`src/hw/rob_geom_pkg.sv`:
```
package rob_geom_pkg;

    // number of reorder buffer entries unless the top level says otherwise
    parameter int default_rob_depth = 8;

    // pointer width at the default depth
    localparam int default_ptr_w = $clog2(default_rob_depth);

    // entry index at the default depth
    // modules size their own pointers from rob_depth
    typedef logic [default_ptr_w-1:0] rob_ptr_t;

    // one bit per entry for valid and allocated status
    typedef logic [default_rob_depth-1:0] rob_mask_t;

endpackage : rob_geom_pkg

```
`src/hw/rob_op_pkg.sv`:
```
package rob_op_pkg;

    // operation class carried by each entry
    typedef enum logic [3:0] {
        OP_ALU    = 4'd0,
        OP_BRANCH = 4'd1,
        OP_LB     = 4'd2,
        OP_LH     = 4'd3,
        OP_LW     = 4'd4,
        OP_SB     = 4'd5,
        OP_SH     = 4'd6,
        OP_SW     = 4'd7
    } rob_op_t;

    // architectural register index
    typedef logic [4:0] arch_reg_t;

    // branch view of the tag word
    typedef struct packed {
        logic [2:0] unused;
        logic       predicted_taken;
        logic       actual_taken;
    } br_bits_t;

    // one tag word, two readings
    // rd for alu, loads and store data source, br for branches
    typedef union packed {
        arch_reg_t rd;
        br_bits_t  br;
    } rob_tag_u;

    function automatic logic is_load(input rob_op_t op);
        return op inside {OP_LB, OP_LH, OP_LW};
    endfunction

    function automatic logic is_store(input rob_op_t op);
        return op inside {OP_SB, OP_SH, OP_SW};
    endfunction

    function automatic logic is_branch(input rob_op_t op);
        return op == OP_BRANCH;
    endfunction

endpackage : rob_op_pkg

```
`src/hw/rob_alloc.sv`:
```
`timescale 1ns/100ps

module rob_alloc #(
    parameter int rob_depth = rob_geom_pkg::default_rob_depth,
    localparam int ptr_w = $clog2(rob_depth)
) (
    input  logic             clk,
    input  logic             rst,
    input  logic             rob_load,
    input  logic             retire_pulse,
    input  logic             mispredict,
    input  logic             flush_in_prog,
    input  logic             flush_done,
    input  logic [ptr_w-1:0] flush_tail,
    input  logic [ptr_w-1:0] head_ptr,
    output logic             alloc_we,
    output logic [ptr_w-1:0] alloc_ptr,
    output logic             rob_full
);

    // count needs one more bit than a pointer
    localparam int cnt_w = ptr_w + 1;

    logic [ptr_w-1:0] tail_ptr;
    logic [ptr_w-1:0] tail_next;
    logic [cnt_w-1:0] count;
    logic [cnt_w-1:0] tail_ext;
    logic [cnt_w-1:0] head_ext;

    // one slot stays free so head == tail always means empty
    // also full while a mispredict or its flush is being handled
    assign rob_full = (count == cnt_w'(rob_depth - 1)) | mispredict | flush_in_prog;

    // issue should already hold off, gate anyway
    assign alloc_we  = rob_load & ~rob_full;
    assign alloc_ptr = tail_ptr;

    // wrap for depths that are not a power of two
    assign tail_next = (tail_ptr == ptr_w'(rob_depth - 1)) ? '0 : tail_ptr + 1'b1;

    assign tail_ext = {1'b0, flush_tail};
    assign head_ext = {1'b0, head_ptr};

    always_ff @(posedge clk) begin
        if (rst) begin
            tail_ptr <= '0;
            count    <= '0;
        end else if (flush_done) begin
            // tail jumps back to where the flush walk started
            tail_ptr <= flush_tail;
            if (flush_tail >= head_ptr) begin
                count <= tail_ext - head_ext;
            end else begin
                count <= tail_ext + cnt_w'(rob_depth) - head_ext;
            end
        end else begin
            if (alloc_we) begin
                tail_ptr <= tail_next;
            end
            // alloc and retire in one cycle leave count alone
            case ({alloc_we, retire_pulse})
                2'b10:   count <= count + 1'b1;
                2'b01:   count <= count - 1'b1;
                default: count <= count;
            endcase
        end
    end

endmodule : rob_alloc

```
`src/hw/rob_entries.sv`:
```
`timescale 1ns/100ps

module rob_entries #(
    parameter int rob_depth = rob_geom_pkg::default_rob_depth,
    localparam int ptr_w = $clog2(rob_depth)
) (
    input  logic                 clk,
    input  logic                 rst,
    // allocation from issue
    input  logic                 alloc_we,
    input  logic [ptr_w-1:0]     alloc_ptr,
    input  rob_op_pkg::rob_op_t  alloc_op,
    input  rob_op_pkg::rob_tag_u alloc_tag,
    // completion from reservation stations
    input  logic [rob_depth-1:0] set_valid,
    input  logic                 update_br,
    input  logic [ptr_w-1:0]     br_entry,
    input  logic                 br_taken,
    // retire side
    input  logic [ptr_w-1:0]     head_ptr,
    input  logic [ptr_w-1:0]     flush_ptr,
    input  logic                 retire_clr,
    input  logic                 flush_clr,
    output rob_op_pkg::rob_op_t  head_op,
    output rob_op_pkg::rob_tag_u head_tag,
    output logic                 head_valid,
    output rob_op_pkg::rob_op_t  flush_op,
    output rob_op_pkg::rob_tag_u flush_tag,
    output logic [rob_depth-1:0] status_valid,
    output logic [rob_depth-1:0] allocated
);

    import rob_op_pkg::*;

    // payload per entry
    rob_op_t  op_arr  [rob_depth];
    rob_tag_u tag_arr [rob_depth];

    // control bits per entry
    logic [rob_depth-1:0] valid_arr;
    logic [rob_depth-1:0] alloc_arr;

    always_ff @(posedge clk) begin
        if (rst) begin
            valid_arr <= '0;
            alloc_arr <= '0;
        end else begin
            // completions may arrive in any order, several per cycle
            valid_arr <= valid_arr | set_valid;

            // fresh entry starts uncomputed
            if (alloc_we) begin
                alloc_arr[alloc_ptr] <= 1'b1;
                valid_arr[alloc_ptr] <= 1'b0;
            end

            // clears win over a same-cycle completion
            if (retire_clr) begin
                alloc_arr[head_ptr] <= 1'b0;
                valid_arr[head_ptr] <= 1'b0;
            end
            if (flush_clr) begin
                alloc_arr[flush_ptr] <= 1'b0;
                valid_arr[flush_ptr] <= 1'b0;
            end
        end
    end

    always_ff @(posedge clk) begin
        if (alloc_we) begin
            op_arr[alloc_ptr]  <= alloc_op;
            tag_arr[alloc_ptr] <= alloc_tag;
        end
        // outcome only touches the branch view, prediction kept
        if (update_br) begin
            tag_arr[br_entry].br.actual_taken <= br_taken;
        end
    end

    // head view for retirement
    assign head_op    = op_arr[head_ptr];
    assign head_tag   = tag_arr[head_ptr];
    assign head_valid = valid_arr[head_ptr] & alloc_arr[head_ptr];

    // walk view for the flush
    assign flush_op  = op_arr[flush_ptr];
    assign flush_tag = tag_arr[flush_ptr];

    // status bitmaps back to the reservation stations
    assign status_valid = valid_arr;
    assign allocated    = alloc_arr;

endmodule : rob_entries

```
`src/hw/rob_retire.sv`:
```
`timescale 1ns/100ps

module rob_retire #(
    parameter int rob_depth = rob_geom_pkg::default_rob_depth,
    localparam int ptr_w = $clog2(rob_depth)
) (
    input  logic                  clk,
    input  logic                  rst,
    input  rob_op_pkg::rob_op_t   head_op,
    input  rob_op_pkg::rob_tag_u  head_tag,
    input  logic                  head_valid,
    input  rob_op_pkg::rob_op_t   flush_op,
    input  rob_op_pkg::rob_tag_u  flush_tag,
    input  logic [ptr_w-1:0]      tail_ptr,
    input  logic                  data_mem_resp,
    input  logic [1:0]            mem_offset,
    output logic [ptr_w-1:0]      head_ptr,
    output logic [ptr_w-1:0]      flush_ptr,
    output logic                  retire_clr,
    output logic                  retire_pulse,
    output logic                  flush_clr,
    output logic                  flush_done,
    output logic [ptr_w-1:0]      flush_tail,
    output logic                  mispredict,
    output logic                  flush_in_prog,
    output logic                  regfile_load,
    output logic                  ld_commit_sel,
    output rob_op_pkg::arch_reg_t retire_rd,
    output rob_op_pkg::rob_op_t   retire_op,
    output logic                  data_read,
    output logic                  data_write,
    output logic [3:0]            wmask,
    output logic                  ld_pc,
    output logic                  reallocate_tag,
    output rob_op_pkg::arch_reg_t flush_rd
);

    import rob_op_pkg::*;

    logic             flush_ip;
    logic             head_ready;
    logic             load_done;
    logic             store_done;
    logic             alu_done;
    logic             br_done;
    logic [ptr_w-1:0] head_next;
    logic [ptr_w-1:0] flush_next;

    assign head_next  = (head_ptr == ptr_w'(rob_depth - 1)) ? '0 : head_ptr + 1'b1;
    assign flush_next = (flush_ptr == ptr_w'(rob_depth - 1)) ? '0 : flush_ptr + 1'b1;

    // nothing retires while the flush walk runs
    assign head_ready = head_valid & ~flush_ip;

    // memory ops finish only on the response to a held request
    assign load_done  = head_ready & is_load(head_op) & data_read & data_mem_resp;
    assign store_done = head_ready & is_store(head_op) & data_write & data_mem_resp;
    assign alu_done   = head_ready & (head_op == OP_ALU);
    // branches leave in one cycle, right or wrong
    assign br_done    = head_ready & is_branch(head_op);

    // head branch whose outcome differs from its prediction
    assign mispredict = br_done
                      & (head_tag.br.predicted_taken != head_tag.br.actual_taken);
    assign ld_pc      = mispredict;

    assign retire_pulse = load_done | store_done | alu_done | br_done;
    assign retire_clr   = retire_pulse;

    // regfile write for alu and loads, loads take cache data
    assign regfile_load  = alu_done | load_done;
    assign ld_commit_sel = load_done;
    assign retire_rd     = head_tag.rd;
    assign retire_op     = head_op;

    // byte lanes from store size and address offset
    always_comb begin
        case (head_op)
            OP_SW:   wmask = 4'b1111;
            OP_SH:   wmask = 4'b0011 << mem_offset;
            OP_SB:   wmask = 4'b0001 << mem_offset;
            default: wmask = 4'b0000;
        endcase
    end

    // walk clears one younger entry per cycle until it meets the tail
    // with nothing younger the walk still takes a single cycle
    assign flush_in_prog = flush_ip;
    assign flush_clr     = flush_ip & (flush_ptr != tail_ptr);
    assign flush_done    = flush_ip & ((flush_ptr == tail_ptr) | (flush_next == tail_ptr));
    // tail comes back to the head, which already sits past the branch
    assign flush_tail    = head_ptr;

    // only register writers hold a tag worth reclaiming
    assign reallocate_tag = flush_clr & ((flush_op == OP_ALU) | is_load(flush_op));
    assign flush_rd       = flush_tag.rd;

    always_ff @(posedge clk) begin
        if (rst) begin
            head_ptr   <= '0;
            flush_ptr  <= '0;
            flush_ip   <= 1'b0;
            data_read  <= 1'b0;
            data_write <= 1'b0;
        end else begin
            if (retire_pulse) begin
                head_ptr <= head_next;
            end

            // walk starts at the entry right behind the branch
            if (mispredict) begin
                flush_ip  <= 1'b1;
                flush_ptr <= head_next;
            end else if (flush_ip) begin
                if (flush_done) begin
                    flush_ip <= 1'b0;
                end else begin
                    flush_ptr <= flush_next;
                end
            end

            // request rises a cycle after a ready mem op hits the head
            // held until the response, dropped at the following edge
            data_read  <= head_ready & is_load(head_op) & ~load_done;
            data_write <= head_ready & is_store(head_op) & ~store_done;
        end
    end

endmodule : rob_retire

```
`src/hw/rob_top.sv`:
```
`timescale 1ns/100ps

module rob_top #(
    parameter int rob_depth = rob_geom_pkg::default_rob_depth,
    localparam int ptr_w = $clog2(rob_depth)
) (
    input  logic                  clk,
    input  logic                  rst,
    // issue stage
    input  logic                  rob_load,
    input  rob_op_pkg::rob_op_t   instr_op,
    input  rob_op_pkg::rob_tag_u  instr_tag,
    // reservation stations
    input  logic [rob_depth-1:0]  set_valid,
    input  logic                  update_br,
    input  logic [ptr_w-1:0]      br_entry,
    input  logic                  br_taken,
    // data cache
    input  logic                  data_mem_resp,
    input  logic [1:0]            mem_offset,
    output logic                  rob_full,
    output logic [rob_depth-1:0]  status_valid,
    output logic [rob_depth-1:0]  allocated,
    // regfile commit
    output logic                  regfile_load,
    output logic                  ld_commit_sel,
    output rob_op_pkg::arch_reg_t retire_rd,
    output rob_op_pkg::rob_op_t   retire_op,
    output logic                  data_read,
    output logic                  data_write,
    output logic [3:0]            wmask,
    // branch recovery
    output logic                  ld_pc,
    output logic                  flush_in_prog,
    output logic                  reallocate_tag,
    output rob_op_pkg::arch_reg_t flush_rd,
    output logic [ptr_w-1:0]      head_ptr
);

    import rob_op_pkg::*;

    logic             alloc_we;
    logic [ptr_w-1:0] alloc_ptr;
    logic [ptr_w-1:0] flush_ptr;
    logic [ptr_w-1:0] flush_tail;
    logic             retire_clr;
    logic             retire_pulse;
    logic             flush_clr;
    logic             flush_done;
    logic             mispredict;
    logic             head_valid;
    rob_op_t          head_op;
    rob_op_t          flush_op;
    rob_tag_u         head_tag;
    rob_tag_u         flush_tag;

    rob_alloc #(.rob_depth(rob_depth)) u_alloc (
        .clk(clk),
        .rst(rst),
        .rob_load(rob_load),
        .retire_pulse(retire_pulse),
        .mispredict(mispredict),
        .flush_in_prog(flush_in_prog),
        .flush_done(flush_done),
        .flush_tail(flush_tail),
        .head_ptr(head_ptr),
        .alloc_we(alloc_we),
        .alloc_ptr(alloc_ptr),
        .rob_full(rob_full)
    );

    rob_entries #(.rob_depth(rob_depth)) u_entries (
        .clk(clk),
        .rst(rst),
        .alloc_we(alloc_we),
        .alloc_ptr(alloc_ptr),
        .alloc_op(instr_op),
        .alloc_tag(instr_tag),
        .set_valid(set_valid),
        .update_br(update_br),
        .br_entry(br_entry),
        .br_taken(br_taken),
        .head_ptr(head_ptr),
        .flush_ptr(flush_ptr),
        .retire_clr(retire_clr),
        .flush_clr(flush_clr),
        .head_op(head_op),
        .head_tag(head_tag),
        .head_valid(head_valid),
        .flush_op(flush_op),
        .flush_tag(flush_tag),
        .status_valid(status_valid),
        .allocated(allocated)
    );

    // tail pointer doubles as the end of the flush walk
    rob_retire #(.rob_depth(rob_depth)) u_retire (
        .clk(clk),
        .rst(rst),
        .head_op(head_op),
        .head_tag(head_tag),
        .head_valid(head_valid),
        .flush_op(flush_op),
        .flush_tag(flush_tag),
        .tail_ptr(alloc_ptr),
        .data_mem_resp(data_mem_resp),
        .mem_offset(mem_offset),
        .head_ptr(head_ptr),
        .flush_ptr(flush_ptr),
        .retire_clr(retire_clr),
        .retire_pulse(retire_pulse),
        .flush_clr(flush_clr),
        .flush_done(flush_done),
        .flush_tail(flush_tail),
        .mispredict(mispredict),
        .flush_in_prog(flush_in_prog),
        .regfile_load(regfile_load),
        .ld_commit_sel(ld_commit_sel),
        .retire_rd(retire_rd),
        .retire_op(retire_op),
        .data_read(data_read),
        .data_write(data_write),
        .wmask(wmask),
        .ld_pc(ld_pc),
        .reallocate_tag(reallocate_tag),
        .flush_rd(flush_rd)
    );

endmodule : rob_top

```
`config.mk`:
```
export PLATFORM = sky130hd
export DESIGN_NAME = rob_top
export DESIGN_NICKNAME = d
export VERILOG_FILES = /design/src/hw/rob_geom_pkg.sv /design/src/hw/rob_op_pkg.sv /design/src/hw/rob_alloc.sv /design/src/hw/rob_entries.sv /design/src/hw/rob_retire.sv /design/src/hw/rob_top.sv
export SDC_FILE = /design/constraint.sdc
export NUM_CORES = 1
export LEC_CHECK = 0
export ABC_AREA = 1
export BUFFER_PORTS_ARGS = -buffer_cell sky130_fd_sc_hd__clkbuf_2
export CAP_MARGIN = 20
export CORE_AREA = 2 2 158 121
export CTS_BUF_LIST = sky130_fd_sc_hd__clkbuf_4
export DETAILED_ROUTE_END_ITERATION = 7
export DIE_AREA = 0 0 160 123
export PLACE_DENSITY_LB_ADDON = 0.2
export RECOVER_POWER = 25
export SLEW_MARGIN = 20
export SYNTH_ARGS = -nofsm -noshare
export SYNTH_HDL_FRONTEND = slang
export SYNTH_SLANG_ARGS = --single-unit
```
`constraint.sdc`:
```
create_clock -name clk -period 3.1 [get_ports clk]
set_clock_uncertainty 0.2 [all_clocks]
set_input_delay 0.465 -clock clk [delete_from_list [all_inputs] [get_ports clk]]
set_output_delay 0.465 -clock clk [all_outputs]
set_load 0.05 [all_outputs]
```
# Yosys cells after proc, flatten, opt, wreduce, memory -nomap -nowiden
# Memories as Yosys holds them, arrays and structs flattened. A register that Yosys moved wholly into a read port is not among the register bits.
# Index checks and enable logic that the tools add are counted.
dict set report word_totals {
  ff_bits 32
  ramBits 72
  inputBits 28
  out_inout_bits 45
  memories 2
}
# name depth width rd rd_clocked_by_memory_dff write_ports line_no
set mem_list {}
lappend mem_list {u_entries.tag_arr 8 5 2 2 2 rob_entries.sv:37} ;# rob_tag_u tag_arr [rob_depth];
lappend mem_list {u_entries.op_arr 8 4 2 2 1 rob_entries.sv:36} ;# rob_op_t op_arr [rob_depth];
dict set report op_classes {
  add_sub_neg 8
  magnitude_cmp 7
  eq_ne 21
  shift 2
  mux 47
  n_bitwise 39
  n_reduce_logical 12
}
# op n
set op_table {}
lappend op_table {{$mux 8} 10}
lappend op_table {{$mux 3} 16}
lappend op_table {{$and 8x8->8} 5}
lappend op_table {{$eq 4x3->1 const B} 6}
lappend op_table {{$not 8->8} 3}
lappend op_table {{$and 1x1->1} 17}
lappend op_table {{$eq 4x2->1 const B} 4}
lappend op_table {{$or 8x8->8} 2}
lappend op_table {{$lt 3x4->1 const B} 3}
lappend op_table {{$mux 1} 12}
lappend op_table {{$pmux 4 s3} 1}
lappend op_table {{$reduce_bool 3->1} 4}
lappend op_table {{$add 3x1->3 const B} 3}
lappend op_table {{$demux 1 s3} 3}
lappend op_table {{$eq 3x3->1 const B} 3}
lappend op_table {{$ge 3x1->1 const B} 3}
lappend op_table {{$logic_not 4->1} 2}
lappend op_table {{$mux 4} 2}
lappend op_table {{$or 1x1->1} 8}
lappend op_table {{$pmux 4 s2} 1}
lappend op_table {{$bmux 1 s3} 2}
lappend op_table {{$eq 3x3->1} 2}
lappend op_table {{$add 3x4->4 const B} 1}
lappend op_table {{$add 4x1->4 const B} 1}
lappend op_table {{16 further kinds} 22}

# Depth between registers and ports, before layout
dict set report depth {
  word_depth 17
  depth_mapped 25
  mapped_depth_nobuf 23
}

# Cells and area by module
# From an unflattened synthesis, not the netlist that was laid out.
dict set report unflattened {
  cells_unflattened 819
  hier_area_um2 6334.8
}
# module instances cells_each area_each_um2
set by_module_without_submodules {}
lappend by_module_without_submodules {rob_entries 1 559 4615.7}
lappend by_module_without_submodules {rob_retire 1 160 988.4}
lappend by_module_without_submodules {rob_alloc 1 100 730.7}

# Worst setup path after synthesis
# Ideal clock, no wire load.
dict set report synth_path {
  path_type {register -> register}
  start {reg u_retire.head_ptr[0], in the netlist u_retire.flush_tail[0]}
  end {reg u_alloc.count[2]}
  setup_time_ns 0.115
  t_arrival_ns 3.104
  required_time_ns 2.785
  setup_slack_ns -0.319
  stages_incl_launch_ff 25
  path_buffers 2
  cell_sequence {dfxtp_1 -> buf_6 -> buf_6 -> nand2_1 -> nand2_1 -> nand2_1 -> nand2_1 -> nand2_1 -> nand2_1 -> nand2_1 -> nor2_4 -> nand3b_1 -> nand2_4 -> nor2_2 -> inv_1 -> ha_1 -> nand2_1 -> inv_1 -> nor2_1 -> ha_1 -> a21oi_1 -> xnor2_1 -> nor2_1 -> a21oi_1 -> nor2_1}
}
dict set report synth_between {
  elab_chain_len 13
  elab_cells_between_ends 32
}
# element line_no
set synth_lines {}
lappend synth_lines {{from (decl)} rob_retire.sv:17} ;# output logic [ptr_w-1:0] head_ptr,
lappend synth_lines {{from (signal assigned)} rob_retire.sv:107} ;# head_ptr <= head_next;
lappend synth_lines {{$bmux 1 s3} rob_entries.sv:83} ;# assign head_valid = valid_arr[head_ptr] & alloc_arr[head_ptr];
lappend synth_lines {{$mux 1 (implied by the code)} rob_entries.sv:83}
lappend synth_lines {{$and 1x1->1} rob_entries.sv:83}
lappend synth_lines {{$and 1x1->1} rob_retire.sv:53} ;# assign head_ready = head_valid & ~flush_ip;
lappend synth_lines {{$and 1x1->1, on equally long branches} {rob_retire.sv:56, rob_retire.sv:57, rob_retire.sv:60}}
lappend synth_lines {{$and 1x1->1, on equally long branches} {rob_retire.sv:56, rob_retire.sv:57, rob_retire.sv:64}}
lappend synth_lines {{$and 1x1->1, or another cell as far along} rob_retire.sv:56} ;# assign load_done = head_ready & is_load(head_op) & data_read & data_mem_resp;
lappend synth_lines {{$or 1x1->1, on equally long branches} {rob_retire.sv:67, rob_alloc.sv:32}}
lappend synth_lines {{$or 1x1->1 or $not 1->1 (tied branches)} {rob_retire.sv:67, rob_alloc.sv:35}}
lappend synth_lines {{$or 1x1->1 or $and 1x1->1 (tied branches)} {rob_retire.sv:67, rob_alloc.sv:35}}
lappend synth_lines {{$eq 2x1->1 or $eq 2x2->1 (tied branches)} rob_alloc.sv:61} ;# case ({alloc_we, retire_pulse})
lappend synth_lines {{$pmux 4 s2} rob_alloc.sv:61}
lappend synth_lines {{$mux 4} rob_alloc.sv:48} ;# end else if (flush_done) begin
lappend synth_lines {{to (signal assigned)} rob_alloc.sv:62} ;# 2'b10: count <= count + 1'b1;
lappend synth_lines {{to (signal assigned)} rob_alloc.sv:63} ;# 2'b01: count <= count - 1'b1;
lappend synth_lines {{to (signal assigned)} rob_alloc.sv:64} ;# default: count <= count;
lappend synth_lines {{to (decl)} rob_alloc.sv:26} ;# logic [cnt_w-1:0] count;
# Parallel ways exist; a longest one is shown, timed or not. The select of a mux whose other input is x is not followed.
# A chain may end at the register's enable or synchronous reset.

==> flow_summary.yaml <==
worst_hold_path:
  hp-start: "data_mem_resp"
  holdPathEnd: "u_retire.data_write$_SDFF_PP0_"
  hp-class: "input port to flop"
  hold_depth: 4
clock_network:
  cts_made_buffers: 9
  htree_levels: 3
  clkLatencyLatePin_ns: 0.50
  cts-root-buf: "clkbuf_4"
  cts_sinks: 110
  clk_transition_reported_paths_ns: 0.17
  cts_buffer_depth: 2
  cts_tree: "done"
setup_path:
  critPathCaptureType: "primary output"
  ff2ff_setup_slack_ns: 0.14
  required_ns: 2.43
  r2r_start: "u_retire.flush_tail[0]$_SDFFE_PP0N_"
  startpoint_type: "flop"
  worstPathMaxFanout: 6
  cp.arrival_ns: 2.37
  r2r_end: "u_alloc.count[2]$_SDFFE_PP0P_"
  reg2reg_depth: 23
  setup.worst_path.class: "flop to primary output"
route:
  ant_nets: 0
  routed_wl_um: 18500
  drc_errors: 0
  first_iter_violations: 575
  firstDrtPassIters: 5
  avgViaCountPerCell: 4.86
  vias: 5655
  wire_per_inst_um: 15.9
outcome:
  status: "finished clean"
timing:
  rsz0062_at_grt: "true"
  layout_worst_path_cycle_share: 0.978
  slew_headroom: 0.675
  timing.fmax_mhz: 330
  timing.final.max_slew_violations: 0
  period_needed_ns: 3.03
  tns_ns: 0
  tightest_slew_ns: 0.487
  hold_viol: 0
  whs_ns: 0.0511
  finalSetupViolations: 0
layout:
  diodes: 0
  fill_cells: 1865
  mostFrequentLayoutCell: "nand2_1"
  drive_above_1_share: 0.239
  final_cell_mix: "nand2_1, inv_1, edfxtp_1"
  syn_to_final_growth_pct: 25.7
  fin_nets: 948
floorplan:
  row_count: 43
  ios: 73
  core-area_mm2: 0.0182
  die_h_um: 123
  start_util: 0.345
  die_w_um: 160
  die_area_mm2: 0.0197
synth:
  ys.flop_type: "edfxtp_1"
  ys_ff_latch: 110
  yosysWarnings: 0
  synthArstFlopShare: 0
  synth_area_mm2: 0.00627
  synth-edff-count: 72
  yosysUniqueCellTypes: 43
  synth_fp_nets: 832
  avgSynthCellArea_um2: 7.89
  synthCells: 795
  synth-seq-area-share: 0.466
place:
  gp_congestion: 0.843
  dp_hpwl_um: 13100
  port_buffers: 72
power:
  combPwrFrac: 0.181
  netSwitchingFraction: 0.297
  p_switching_mw: 0.866
  power_mw: 2.92
  p_per_area_mw_per_mm2: 370
  clockPowerShare: 0.259
  vdd_drop_max_v: 0.000171
  leakage_nw: 3.57
  p_seq_frac: 0.560
  p_int_mw: 2.05
run:
  cap_violations: 0
global_route:
  grt_max_degree: 32
  grt_pass1_vias: 4853
  grt_overflow: 0
  antenna_found_initial: 0
  grt_usage: 0.184
  grt_pass1_wl_um: 27400
power groups by stage:
stage / registers, mW / clock network [mW] / logic [mW]
2_1_floorplan: 1.70 / 0 / 0.284
3_3_place_gp: 1.67 / 0 / 0.491
3_5_place_dp: 1.67 / 0 / 0.490
4_1_cts: 1.64 / 0.779 / 0.500
5_1_grt: 1.64 / 0.831 / 0.569
6_report: 1.63 / 0.755 / 0.527
per-stage QoR:
step | util | setup WS [ns] | instances | cell area, µm²
3_5_place_dp | 0.400 | -0.114 | 1122 | 7270
6_report | 0.434 | 0.0693 | 1163 | 7890
3_3_place_gp | 0.400 | -0.0751 | 1122 | 7270
4_1_cts | 0.413 | 0.00464 | 1142 | 7520
2_1_floorplan | - | -0.154 | 795 | 6280
5_1_grt | 0.434 | -0.119 | 1163 | 7890
Yosys cell counts, types with 2 or more instances:
cell / count / area share
xnor2_1: 6 / 0.0084
ha_1: 9 / 0.018
dfxtp_1: 38 / 0.12
nand4_1: 4 / 0.0040
nand2_2: 7 / 0.0070
nand4_4: 4 / 0.014
nand2_4: 4 / 0.0072
nand3_2: 6 / 0.0096
o21ai_0: 57 / 0.045
o21ai_1: 6 / 0.0048
xor2_1: 5 / 0.0070
nor2_1: 64 / 0.038
clkinv_1: 2 / 0.0012
buf_6: 6 / 0.011
a211oi_1: 3 / 0.0036
a21oi_1: 27 / 0.022
buf_1: 4 / 0.0024
nand3_1: 47 / 0.037
nor2_2: 2 / 0.0020
o21bai_1: 9 / 0.011
nor3_1: 8 / 0.0064
o22ai_1: 8 / 0.0080
or2_2: 6 / 0.0060
a31oi_1: 11 / 0.011
inv_2: 7 / 0.0042
o211ai_1: 7 / 0.0084
edfxtp_1: 72 / 0.34
buf_2: 6 / 0.0048
inv_1: 101 / 0.060
o2111ai_1: 3 / 0.0042
o31ai_1: 2 / 0.0024
nor2_4: 3 / 0.0054
nand2_1: 229 / 0.14
buf_4: 2 / 0.0024
clkbuf_1: 12 / 0.0072
worst max-delay path: stages, from the launching register on:
cell	delay, ns
dfxtp_4	0.45
buf_8	0.15
nand2_1	0.07
nand3_2	0.08
nand2_4	0.07
o21ai_4	0.17
nand2_2	0.10
nor2_4	0.12
buf_6	0.11
nand2_1	0.06
o31ai_2	0.25
clkbuf_8	0.23
layout make-up:
| type | instances | area [µm²] | share of cell area |
|---|---|---|---|
| timing repair buffer | 136 | 1170 | 0.149 |
| inverter | 111 | 432 | 0.0547 |
| clock buffer | 11 | 82.6 | 0.0105 |
| multi-input combinational | 543 | 2890 | 0.366 |
| clock inverter | 5 | 60.1 | 0.00762 |
| tap | 247 | 309 | 0.0392 |
| sequential | 110 | 2940 | 0.373 |
sequential cells by signal, summed over array words and instances (netlist names), named ones only:
name	count
u_entries.tag_arr	40
u_alloc.alloc_ptr	3
u_retire.data_write	1
u_retire.data_read	1
u_entries.allocated	8
u_retire.flush_ptr	3
u_retire.flush_tail	3
u_entries.op_arr	32
u_retire.flush_in_prog	1
u_entries.status_valid	8
u_alloc.count	4
timing repair:
action | in CTS | in global routing
pin swaps | 1 | 24
endpoints found under the hold margin | 2 | 0
endpoints found under the setup margin | 16 | 13
hold buffers | 2 | 0
gates resized for setup | 22 | 54
buffers inserted | 2 | 18
cloned | 0 | 3
how the worst max path moves through the flow:
stage                                        startpoint                            end  slack [ns]  depth (start not counted)
floorplan                                          flop                       wmask[1]       -0.15                         12
global placement    u_retire.flush_tail[0]$_SDFFE_PP0N_  u_alloc.count[2]$_SDFFE_PP0P_       -0.08                         22
detailed placement  u_retire.flush_tail[0]$_SDFFE_PP0N_  u_alloc.count[2]$_SDFFE_PP0P_       -0.11                         22
CTS                 u_retire.flush_tail[0]$_SDFFE_PP0N_                   regfile_load       0.005                         13
global route        u_retire.flush_tail[0]$_SDFFE_PP0N_  u_alloc.count[2]$_SDFFE_PP0P_       -0.12                         23
finish                                             flop                       wmask[0]        0.07                         11
cells by family (layout without fill, tap and decap cells):
kind of cell / Yosys count / after routing / synth area share
fa+ha+maj: 9 / 9 / 0.0180
xor+xnor: 11 / 11 / 0.0154
compound gates: 137 / 137 / 0.126
simple gates: 386 / 386 / 0.278
buf+inv: 142 / 263 / 0.0967
flops: 110 / 110 / 0.466
per-layer routing:
metal  vias up  share of wire  wire length, µm  global-route usage
li1       2836              -                -                   -
met1      2620           0.51             9420               0.284
met2       183           0.41             7630               0.259
met3        16          0.066             1230              0.0362
met4         0          0.013              239              0.0484
met5         -              0                0                   0
Note: power is estimated with default switching activity, not from simulation.
